`src/verilog/cordic_pkg.sv`:
```
//==============================
// CORDIC sine/cosine package
// Fixed-point types, region and FSM encodings,
// request/result structs and start-vector constants
//==============================
`default_nettype none

package cordic_pkg;

    //==============================
    // Widths and iteration count
    //==============================
    localparam int FRAC_BITS = 30;                     // Q2.30 fraction bits
    localparam int N_ITER    = 16;                     // Micro-rotations per request
    localparam int ITER_BITS = 4;                      // Enough for 0..15

    typedef logic signed [FRAC_BITS+1:0] angle_t;      // Radians, Q2.30
    typedef logic signed [FRAC_BITS+1:0] coord_t;      // X/Y coordinate, Q2.30
    typedef logic [ITER_BITS-1:0]        iter_t;       // Iteration index

    //==============================
    // Start vector
    //==============================
    localparam coord_t K_INV   = 32'h26DD3B6A;         // 0.607252935, inverse CORDIC gain
    localparam coord_t Y_START = '0;                   // Rotation starts on the X axis

    // Quadrant mapping applied before the request, undone at the output
    typedef enum logic [1:0] {
        REGION_DIRECT     = 2'b00,                     // No correction
        REGION_MIRROR_PI  = 2'b01,                     // pi - a, cosine flips
        REGION_SHIFT_PI   = 2'b10,                     // a - pi, both flip
        REGION_NEG_MIRROR = 2'b11                      // -pi - a, cosine flips
    } region_e;

    typedef enum logic [1:0] {
        ROT_IDLE = 2'b00,                              // Waiting for a request
        ROT_RUN  = 2'b01,                              // Iterating
        ROT_DONE = 2'b10                               // Vector held for output stage
    } rot_state_e;

    // One captured request
    typedef struct packed {
        angle_t  angle;                                // Target angle
        logic    is_sine;                              // 1 sine, 0 cosine
        region_e region;                               // Sign correction rule
    } cordic_req_t;

    // Final rotated vector plus request tags
    typedef struct packed {
        coord_t  x;                                    // Cosine before correction
        coord_t  y;                                    // Sine before correction
        logic    is_sine;
        region_e region;
    } cordic_vec_t;

endpackage

`default_nettype wire

```
`src/verilog/cordic_capture.sv`:
```
//==============================
// CORDIC request capture
// Accepts a start only while the rotator is idle
// and registers the request for one-cycle hand-off
//==============================
`timescale 1ns/1ps
`default_nettype none

module cordic_capture
    import cordic_pkg::*;
(
    input  logic        clk,
    input  logic        rst,
    input  logic        start,                         // Request strobe from outside
    input  angle_t      angle_in,
    input  logic        is_sine,
    input  region_e     region,
    input  logic        idle,                          // Rotator can take a new request
    output cordic_req_t req,
    output logic        req_valid                      // One-cycle pulse per accepted start
);

    logic accept;

    assign accept = start & idle;                      // Starts while busy are dropped

    // Handshake pulse
    always_ff @(posedge clk)
    begin
        if (rst)
            req_valid <= 1'b0;
        else
            req_valid <= accept;                       // Never two in a row, idle falls first
    end

    // Request payload
    always_ff @(posedge clk)
    begin
        if (accept)
        begin
            req.angle   <= angle_in;
            req.is_sine <= is_sine;
            req.region  <= region;
        end
    end

endmodule

`default_nettype wire

```
`src/verilog/cordic_atan_rom.sv`:
```
//==============================
// CORDIC arctangent table
// Entry i is atan(2^-i) in Q2.30, rounded
//==============================
`timescale 1ns/1ps
`default_nettype none

module cordic_atan_rom
    import cordic_pkg::*;
(
    input  iter_t  iter,                               // Current iteration
    output angle_t atan_val                            // Elementary rotation angle
);

    always_comb
    begin
        case (iter)
            4'd0:    atan_val = 32'h3243F6A9;          // pi/4
            4'd1:    atan_val = 32'h1DAC6705;
            4'd2:    atan_val = 32'h0FADBAFD;
            4'd3:    atan_val = 32'h07F56EA7;
            4'd4:    atan_val = 32'h03FEAB77;
            4'd5:    atan_val = 32'h01FFD55C;
            4'd6:    atan_val = 32'h00FFFAAB;
            4'd7:    atan_val = 32'h007FFF55;
            4'd8:    atan_val = 32'h003FFFEB;
            4'd9:    atan_val = 32'h001FFFFD;
            4'd10:   atan_val = 32'h00100000;          // From here atan(x) rounds to x
            4'd11:   atan_val = 32'h00080000;
            4'd12:   atan_val = 32'h00040000;
            4'd13:   atan_val = 32'h00020000;
            4'd14:   atan_val = 32'h00010000;
            default: atan_val = 32'h00008000;          // Iteration 15
        endcase
    end

endmodule

`default_nettype wire

```
`src/verilog/cordic_rotator.sv`:
```
//==============================
// CORDIC rotation-mode engine
// Loads the pre-scaled start vector and runs
// one micro-rotation per clock on X, Y and Z,
// steered by the sign of the residual angle
//==============================
`timescale 1ns/1ps
`default_nettype none

module cordic_rotator
    import cordic_pkg::*;
(
    input  logic        clk,
    input  logic        rst,
    input  cordic_req_t req,                           // Captured request
    input  logic        req_valid,                     // Load strobe
    input  angle_t      atan_val,                      // ROM value for current iter
    input  logic        hold,                          // Output stage still busy
    output iter_t       iter,                          // ROM address
    output logic        idle,                          // Ready for next request
    output cordic_vec_t vec,
    output logic        vec_valid                      // One-cycle pulse, vector final
);

    localparam iter_t LAST_ITER = iter_t'(N_ITER - 1);

    rot_state_e state;
    coord_t     x_q;                                   // Running X
    coord_t     y_q;                                   // Running Y
    angle_t     z_q;                                   // Residual angle
    coord_t     x_sh;
    coord_t     y_sh;
    logic       z_neg;

    assign x_sh  = x_q >>> iter;                       // Arithmetic shift by i
    assign y_sh  = y_q >>> iter;
    assign z_neg = z_q[FRAC_BITS+1];                   // Sign of Z picks direction

    assign idle = (state == ROT_IDLE);

    //==============================
    // Control FSM
    //==============================
    always_ff @(posedge clk)
    begin
        if (rst)
        begin
            state     <= ROT_IDLE;
            iter      <= '0;
            vec_valid <= 1'b0;
        end
        else
        begin
            vec_valid <= 1'b0;                         // Pulse by default
            case (state)
                ROT_IDLE:
                begin
                    iter <= '0;
                    if (req_valid)
                        state <= ROT_RUN;
                end
                ROT_RUN:
                begin
                    iter <= iter + 1'b1;
                    if (iter == LAST_ITER)
                    begin
                        state     <= ROT_DONE;
                        vec_valid <= 1'b1;             // X/Y final after this edge
                    end
                end
                ROT_DONE:
                begin
                    // Wait out the load cycle, then the acknowledge
                    if (!hold && !vec_valid)
                        state <= ROT_IDLE;
                end
                default: state <= ROT_IDLE;
            endcase
        end
    end

    //==============================
    // X/Y/Z datapath
    //==============================
    always_ff @(posedge clk)
    begin
        if (idle && req_valid)
        begin
            x_q <= K_INV;                              // Gain pre-compensated
            y_q <= Y_START;
            z_q <= req.angle;
        end
        else if (state == ROT_RUN)
        begin
            if (!z_neg)
            begin
                x_q <= x_q - y_sh;                     // Rotate counter-clockwise
                y_q <= y_q + x_sh;
                z_q <= z_q - atan_val;
            end
            else
            begin
                x_q <= x_q + y_sh;                     // Rotate clockwise
                y_q <= y_q - x_sh;
                z_q <= z_q + atan_val;
            end
        end
    end

    // Tags come straight from capture, stable until the next accept
    assign vec.x       = x_q;
    assign vec.y       = y_q;
    assign vec.is_sine = req.is_sine;
    assign vec.region  = req.region;

endmodule

`default_nettype wire

```
`src/verilog/cordic_result.sv`:
```
//==============================
// CORDIC output stage
// Selects sine or cosine, undoes the quadrant
// mapping and holds the value until acknowledged
//==============================
`timescale 1ns/1ps
`default_nettype none

module cordic_result
    import cordic_pkg::*;
(
    input  logic        clk,
    input  logic        rst,
    input  cordic_vec_t vec,                           // Final vector from rotator
    input  logic        vec_valid,                     // Load strobe
    input  logic        ack,                           // Consumer took data_out
    output logic        hold,                          // Result pending, rotator waits
    output logic        ready,                         // data_out valid
    output coord_t      data_out
);

    coord_t sel_val;
    logic   negate;
    coord_t fixed_val;

    assign sel_val = vec.is_sine ? vec.y : vec.x;      // Y is sine, X is cosine

    // Mirror regions flip cosine only, the pi shift flips both
    assign negate = (vec.region == REGION_SHIFT_PI) ||
                    (!vec.is_sine && ((vec.region == REGION_MIRROR_PI) ||
                                      (vec.region == REGION_NEG_MIRROR)));

    assign fixed_val = negate ? -sel_val : sel_val;    // Two's complement negate

    // Follows ready but falls in the acknowledging cycle, frees the rotator one edge early
    assign hold = ready & ~ack;

    always_ff @(posedge clk)
    begin
        if (rst)
            ready <= 1'b0;
        else if (ready && ack)
            ready <= 1'b0;                             // Handed over
        else if (vec_valid)
            ready <= 1'b1;
    end

    always_ff @(posedge clk)
    begin
        if (vec_valid)
            data_out <= fixed_val;                     // Held until next vector
    end

endmodule

`default_nettype wire

```
`src/verilog/cordic_sincos.sv`:
```
//==============================
// CORDIC sine/cosine engine, top level
// Capture, rotate and output stages plus the
// arctangent table, one request in flight
//==============================
`timescale 1ns/1ps
`default_nettype none

module cordic_sincos
    import cordic_pkg::*;
(
    input  logic    clk,
    input  logic    rst,
    input  logic    start,                             // Request strobe
    input  angle_t  angle_in,                          // Angle in [-pi/2, pi/2]
    input  logic    is_sine,                           // 1 sine, 0 cosine
    input  region_e region,                            // Quadrant correction
    input  logic    ack,                               // Result consumed
    output logic    ready,                             // data_out valid
    output coord_t  data_out
);

    cordic_req_t req;
    logic        req_valid;
    logic        idle;
    iter_t       iter;
    angle_t      atan_val;
    cordic_vec_t vec;
    logic        vec_valid;
    logic        hold;

    cordic_capture u_capture (
        .clk       (clk),
        .rst       (rst),
        .start     (start),
        .angle_in  (angle_in),
        .is_sine   (is_sine),
        .region    (region),
        .idle      (idle),
        .req       (req),
        .req_valid (req_valid)
    );

    cordic_rotator u_rotator (
        .clk       (clk),
        .rst       (rst),
        .req       (req),
        .req_valid (req_valid),
        .atan_val  (atan_val),
        .hold      (hold),
        .iter      (iter),
        .idle      (idle),
        .vec       (vec),
        .vec_valid (vec_valid)
    );

    cordic_atan_rom u_atan_rom (
        .iter     (iter),
        .atan_val (atan_val)
    );

    cordic_result u_result (
        .clk       (clk),
        .rst       (rst),
        .vec       (vec),
        .vec_valid (vec_valid),
        .ack       (ack),
        .hold      (hold),
        .ready     (ready),
        .data_out  (data_out)
    );

endmodule

`default_nettype wire

```
`config.mk`:
```
export PLATFORM = sky130hd
export DESIGN_NAME = cordic_sincos
export DESIGN_NICKNAME = d
export VERILOG_FILES = /design/src/verilog/cordic_pkg.sv /design/src/verilog/cordic_capture.sv /design/src/verilog/cordic_atan_rom.sv /design/src/verilog/cordic_rotator.sv /design/src/verilog/cordic_result.sv /design/src/verilog/cordic_sincos.sv
export SDC_FILE = /design/constraint.sdc
export NUM_CORES = 1
export LEC_CHECK = 0
export ABC_CLOCK_PERIOD_IN_PS = 8100
export BUFFER_PORTS_ARGS = -buffer_cell sky130_fd_sc_hd__buf_4
export CAP_MARGIN = 10
export CORE_UTILIZATION = 25
export CTS_BUF_LIST = sky130_fd_sc_hd__clkbuf_8
export DETAILED_ROUTE_END_ITERATION = 10
export HOLD_SLACK_MARGIN = 0.05
export SLEW_MARGIN = 0
export SYNTH_ARGS = -nofsm -noshare
export SYNTH_HDL_FRONTEND = slang
export SYNTH_SLANG_ARGS = --single-unit
```
`constraint.sdc`:
```
create_clock -name clk -period 8.1 [get_ports clk]
set_clock_uncertainty 0.05 [all_clocks]
set_input_delay 0.405 -clock clk [delete_from_list [all_inputs] [get_ports clk]]
set_output_delay 0.405 -clock clk [all_outputs]
set_load 0.03 [all_outputs]
```
Word level (Yosys, flattened, before mapping)
Memories as Yosys holds them, arrays and structs flattened. A register that Yosys moved wholly into a read port is not among the register bits.
Cells that the tools add are included.
{"block": "classes", "n_bitwise": 4, "n_mux": 15, "reduce_logical": 15, "n_shift": 2, "addsub": 8, "eq_ne": 9}
{"cell": "32-bit two-way mux", "count": 7}
{"cell": "32-bit adder", "count": 3}
{"cell": "32-bit subtractor", "count": 3}
{"cell": "32-bit by 4-bit >>> shifter with 32-bit output", "count": 2}
{"cell": "32-bit negator", "count": 1}
{"cell": "4-bit two-way mux", "count": 2}
{"cell": "4-bit case mux with 2 select lines", "count": 1}
{"cell": "2-bit equality test (second input constant)", "count": 3}
{"cell": "2-bit two-way mux", "count": 3}
{"cell": "2-bit case mux with 3 select lines", "count": 1}
{"cell": "4-bit by 1-bit adder with 4-bit output (second input constant)", "count": 1}
{"cell": "2-bit by 1-bit equality test with 1-bit output (second input constant)", "count": 2}
{"cell": "4-bit equality test (second input constant)", "count": 1}
{"cell": "1-bit logical AND", "count": 4}
{"cell": "2-bit by 1-bit != test with 1-bit output (second input constant)", "count": 2}
{"cell": "2-bit nonzero test", "count": 2}
{"cell": "2-bit OR reduction", "count": 2}
{"cell": "1-bit zero test", "count": 3}
{"cell": "3-bit AND reduction", "count": 1}
{"cell": "1-bit bitwise AND", "count": 2}
{"cell": "2-bit zero test", "count": 1}
{"cell": "1-bit logical OR", "count": 2}
{"cell": "2-bit != test (second input constant)", "count": 1}
{"cell": "1-bit NOT", "count": 2}
{"cell": "1-bit two-way mux", "count": 1}
{"block": "word_totals", "in_bits": 39, "n_memories": 1, "wordCells": 66, "mem_bits_ro": 480, "ff_bits": 172}
{"memory": "(no name shown)", "words": 16, "word_bits": 30, "rd": 1, "rd_clocked_by_memory_dff": 1, "write_ports": 0, "line_no": "cordic_atan_rom.sv:17", "text": "case (iter)"}

Longest topological paths before layout
{"block": "logic_depth", "ltp_word": 6, "ltp_mapped": 29, "depth_no_buf": 23}

Cells and area by module
A second synthesis with hierarchy kept.
{"block": "hier_totals", "cells_unflattened": 2022, "area_unflattened_um2": 17620.6}
{"mod": "cordic_rotator", "area_per_inst_um2": 13628.1, "cells_each": 1681, "n_inst": 1}
{"mod": "cordic_result", "area_per_inst_um2": 2384.8, "cells_each": 225, "n_inst": 1}
{"mod": "cordic_capture", "area_per_inst_um2": 1086.0, "cells_each": 38, "n_inst": 1}
{"mod": "cordic_atan_rom", "area_per_inst_um2": 521.8, "cells_each": 78, "n_inst": 1}

Least setup slack after synthesis
No wires, ideal clock.
{"block": "synth_path", "path_type": "flip-flop to flip-flop", "from": "register u_rotator.iter[2]", "to": "register u_rotator.y_q[31]", "setup_slack_ps": 2156, "setup_ps": 63, "synth_period_minus_slack_ps": 5944, "path_stages_with_launch": 29, "t_arrival_ps": 5831, "path_buffers": 8, "cell_sequence": "dfxtp_1 > buf_6 > buf_6 > buf_2 > buf_2 > buf_2 > buf_2 > clkbuf_1 > clkbuf_1 > nand2_1 > o21ai_0 > ha_1 > nand2_1 > nor3_1 > nand2_1 > nor3_1 > nor2_1 > xor2_1 > ha_1 > a21oi_1 > o21ai_0 > a211oi_1 > a311oi_1 > a311oi_1 > a21oi_1 > a221o_1 > nand3_1 > or4b_1 > nand3b_1"}
{"block": "synth_between", "elab_chain_len": 3}
{"item": "start: declaration", "line_no": "cordic_rotator.sv:19", "text": "output iter_t iter,"}
{"item": "start signal: assignment", "line_no": "cordic_rotator.sv:64", "text": "iter <= iter + 1'b1;"}
{"item": "32-bit by 4-bit >>> shifter with 32-bit output (*)", "line_no": "cordic_rotator.sv:35", "text": "assign x_sh = x_q >>> iter;"}
{"item": "32-bit adder / 32-bit subtractor (equally long branches)", "line_no": "cordic_rotator.sv:98, cordic_rotator.sv:104"}
{"item": "32-bit two-way mux (*)", "line_no": "cordic_rotator.sv:95", "text": "if (!z_neg)"}
{"item": "end signal: assignment", "line_no": "cordic_rotator.sv:98", "text": "y_q <= y_q + x_sh;"}
{"item": "end signal: assignment", "line_no": "cordic_rotator.sv:104", "text": "y_q <= y_q - x_sh;"}
{"item": "end: declaration", "line_no": "cordic_rotator.sv:29", "text": "coord_t y_q;"}
Mark *: on every way between the ends. The rest lies on a longest branch, timed or not.
A chain may end at the register's enable or synchronous reset.

Worst setup path in the final report
{"block": "layout_path", "from": "register u_rotator.iter[1]", "to": "register u_rotator.x_q[30]"}
{"block": "layout_between", "elab_chain_len": 3}
{"item": "32-bit by 4-bit >>> shifter with 32-bit output (*)", "line_no": "cordic_rotator.sv:36", "text": "assign y_sh = y_q >>> iter;"}
{"item": "32-bit subtractor / 32-bit adder (equally long branches)", "line_no": "cordic_rotator.sv:97, cordic_rotator.sv:103"}
{"item": "32-bit two-way mux (*)", "line_no": "cordic_rotator.sv:95"}
{"item": "end signal: assignment", "line_no": "cordic_rotator.sv:97", "text": "x_q <= x_q - y_sh;"}
{"item": "end signal: assignment", "line_no": "cordic_rotator.sv:103", "text": "x_q <= x_q + y_sh;"}
{"item": "end: declaration", "line_no": "cordic_rotator.sv:28", "text": "coord_t x_q;"}
Marked as above.

==> metrics.log <==
INFO  metric outcome = finished, final reports clean
INFO  metric worst_hold_path_type = flop to flop
INFO  metric number_of_distinct_library_cells_after_synthesis = 87
INFO  metric vias_per_cell = 5.17
INFO  metric cts_root_buf = clkbuf_8
INFO  metric setup-tns-final = 0 ns
INFO  metric final-setup-viol-count = 0
INFO  metric routed_wire_length_per_instance = 16.9 microns
INFO  metric antenna_found_initial = 3
INFO  metric io_buffers = 71
INFO  metric slowest_delay = 0.70 ns
INFO  metric fraction_of_power_spent_switching_nets = 49.4%
INFO  metric cap_violations = 0
INFO  metric synth_area_per_cell = 8.49 sq um
INFO  metric detail_route.wirelength = 53400 microns
INFO  metric synth_fp_nets = 2327
INFO  metric detail_route.iter0.violations = 1468
INFO  metric critPathMostFrequentCell = a21oi_1
INFO  metric share_seq_of_total_power = 24.6%
INFO  metric critPathRequiredTime = 8.54 ns
INFO  metric critPathTopFamily = simple AND/OR/NAND/NOR gates
INFO  metric final_layout_size_suffix_gt1_share = 11.4%
INFO  metric ys_warn_count = 0
INFO  metric synth_seq_cells = 200
INFO  metric detailedRoute.firstPassIterationCount = 6
INFO  metric number_of_enable_type_register_cells_in_the_synthesized_netlist = 99
INFO  metric p_clk_share = 8.8%
INFO  metric finish.net_count = 2348
INFO  metric path_clk_slew = 0.12 ns
INFO  metric netSwitchingPower = 3980 uW
INFO  metric final_period_minus_worst_setup_slack = 6.54 ns
INFO  metric core = 73000 sq um
INFO  metric seq_area_frac_synth = 27.1%
INFO  metric boundaryPins = 72
INFO  metric data_arrival_time_of_the_critical_path = 6.99 ns
INFO  metric final.period_utilization = 80.8%
INFO  metric maxSlewHeadroom = 23.6%
INFO  metric pin_count_of_the_biggest_net_entering_global_routing = 82
INFO  metric tritoncts.num_buffers = 17
INFO  metric insertion_delay_to_the_later_sink_of_the_worst_skew_pair = 0.54 ns
INFO  metric area_delta_synth_final = 11.6%
INFO  metric timing.critical_path.buf_inv = 1
INFO  metric synth_flop_cell = dfxtp_1
INFO  metric clock_sink_count = 200
INFO  metric report.final.hold_viol_count = 0
INFO  metric maxSlewViolCount = 0
INFO  metric drt.antenna.violating_nets = 0
INFO  metric drc_violations_left = 0
INFO  metric grt_pass1_vias = 15022
INFO  metric ir_drop = 0.000140 V
INFO  metric worst_slew_pin_slew = 1.11 ns
INFO  metric die-area = 74900 sq um
INFO  metric crit_chain = buf_4 > and2_1 > o2bb2a_1 > a21o_1 > a211oi_2 > nand2_1 > nor2_1 > nand3_1 > or3_1 > a21oi_1 > a311oi_1 > ha_1 > a211oi_1 > a21oi_1 > or4_1 > a41oi_1 > nand2b_1 > a21oi_1 > or4b_2 > nand3_1
INFO  metric setup.worst_path.start_class = flop
INFO  metric cts_tree = done
INFO  metric gp_congestion = 0.946
INFO  metric synth-async-reset-ratio = 0%
INFO  metric wire_length_of_the_first_global_routing_pass = 84300 microns
INFO  metric place.detailed.hpwl = 38800 microns
INFO  metric die_w = 274 microns
INFO  metric worst_path_max_delay_cell = dfxtp_4
INFO  metric timing.critical_path.to_type = flop
INFO  metric power = 8060 uW
INFO  metric h-tree-depth = 4
INFO  metric worstPathMaxFanout = 57
INFO  metric mappedNetlistArea = 18400 sq um
INFO  metric max_clock_freq = 153 MHz
INFO  metric whs = 0.459 ns
INFO  metric p_leak = 0.00785 uW
INFO  metric gr-usage-all-layers = 14.2%
INFO  metric p_comb_share = 66.6%
INFO  metric cellPowerDensity = 391 nW/um^2
INFO  metric dieHeight = 274 microns
INFO  metric cts.path.max_buffers = 2
INFO  metric start_util = 25.3%
INFO  metric detailroute.via_count = 16362
INFO  metric placementRows = 99
INFO  metric internal-power = 4080 uW
INFO  metric grt_overflow_total = 0
INFO  metric critical_path_class = flop to flop
INFO  metric syn-instance-count = 2172
INFO  metric grt_setup_unrepaired = no
-- cell families after synthesis --
kind of cell / Yosys count / share of synthesized area (%)
AO/OA/AOI/OAI: 594 / 20.0
adder cells (fa/ha/maj): 116 / 7.99
AND/OR/NAND/NOR: 717 / 18.3
multiplexers: 171 / 13.5
buffers and inverters: 187 / 4.30
XOR/XNOR: 187 / 8.88
flip-flops: 200 / 27.1
-- path summary, 6_finish.rpt --
kind	startpoint	endpoint	slack [ns]	cells after the start
worst max-delay path	u_rotator.iter[1]$_SDFFE_PP0N_	u_rotator.x_q[30]$_SDFFE_PP0P_	1.56	20
worst max register to register	u_rotator.iter[1]$_SDFFE_PP0N_	u_rotator.x_q[30]$_SDFFE_PP0P_	1.56	20
worst min register to register	u_rotator.x_q[0]$_SDFFE_PP0P_	u_rotator.x_q[0]$_SDFFE_PP0P_	0.46	2
worst min-delay path	u_rotator.x_q[0]$_SDFFE_PP0P_	u_rotator.x_q[0]$_SDFFE_PP0P_	0.46	2
-- timing repair --
item                      in CTS  in global routing
resized for setup              0                  0
hold buffers                  38                  0
buffers inserted               0                  0
hold endpoints to repair      40                  0
-- sequential cells by signal, indices dropped and copies added (netlist names) --
signal and count:
u_atan_rom.atan_val 28, u_rotator.iter 4, u_rotator.z_q 32, u_result.ready 1, u_capture.req_valid 1, u_rotator.vec_valid 1
u_rotator.state 2, u_rotator.x_q 32, u_capture.req 35, u_rotator.y_q 32, u_result.data_out 32
-- cells in the mapped netlist, types with 56 or more instances --
library cell / n / area share [%]
nand2_1: 236 / 4.8
a21oi_1: 212 / 5.8
nor2_1: 201 / 4.1
o21ai_0: 129 / 3.5
ha_1: 113 / 7.7
dfxtp_1: 101 / 11
edfxtp_1: 99 / 16
xnor2_1: 94 / 4.5
xor2_1: 93 / 4.4
mux2i_1: 77 / 4.2
clkbuf_1: 73 / 1.5
nor3_1: 67 / 1.8
inv_1: 56 / 1.1
-- through the flow --
| stage | worst slack, ns | instances | util, % | area [sq um] |
|---|---|---|---|---|
| 2_1_floorplan | 2.16 | 2172 | - | 18400 |
| 3_3_place_gp | 1.86 | 3095 | 27.1 | 19800 |
| 3_5_place_dp | 1.68 | 3095 | 27.1 | 19800 |
| 4_1_cts | 1.64 | 3165 | 28.2 | 20600 |
| 5_1_grt | 1.10 | 3166 | 28.2 | 20600 |
| 6_report | 1.56 | 3166 | 28.2 | 20600 |
-- cells in the final DEF (no fill, tap or decap), types with 10 or more instances in the layout --
cell | synthesis | final
mux4_2 | 55 | 55
o21bai_1 | 13 | 13
and3_1 | 20 | 20
and2_1 | 26 | 24
o21a_1 | 13 | 13
nor2b_1 | 22 | 21
nor4_1 | 10 | 10
o22ai_1 | 15 | 15
nor3_1 | 67 | 67
buf_4 | 3 | 90
edfxtp_1 | 99 | 99
nand2b_1 | 33 | 32
inv_1 | 56 | 56
dfxtp_1 | 101 | 97
xnor2_1 | 94 | 94
nand2_1 | 236 | 235
nand3_1 | 34 | 34
clkbuf_8 | 0 | 17
o211ai_1 | 31 | 31
mux2_2 | 36 | 36
dlygate4sd3_1 | 0 | 38
a21oi_1 | 212 | 212
xor2_1 | 93 | 93
mux2i_1 | 77 | 77
nand4_1 | 10 | 10
a31oi_1 | 34 | 34
a211oi_1 | 14 | 14
ha_1 | 113 | 113
a22oi_1 | 10 | 10
o31ai_1 | 11 | 11
a21o_1 | 34 | 34
o21ai_0 | 129 | 129
nor2_1 | 201 | 201
or2_2 | 10 | 10
-- area by class of cell --
class,instances,area [sq um]
antenna,1,2.50
clock buffer,17,234
clock inverter,15,185
fill,7714,52400
inverter,61,229
multi-input combinational,1785,12700
sequential,200,5010
tap,959,1200
timing repair buffer,128,1060
-- tightest hold or removal path: stages, from the launching register on --
cell	delay, ns
dfxtp_1	0.35
nand2_1	0.06
a21oi_1	0.05
-- power groups by stage --
stage	clock, uW	combinational [uW]	sequential (uW)
after global routing	769	6010	2000
after global placement	0	5270	1970
after CTS	738	5330	1950
final	711	5360	1980
after detailed placement	0	5280	1970
after floorplan	0	4430	1590
-- layer usage --
layer,global-route usage (%),up-vias,routed length (microns)
met5,0,-,8
met4,3.76,2,877
met3,3.11,63,4510
met2,21.7,532,23100
met1,19.8,7765,24900
li1,-,8000,-
No activity file was read; power rests on OpenSTA's default activity.
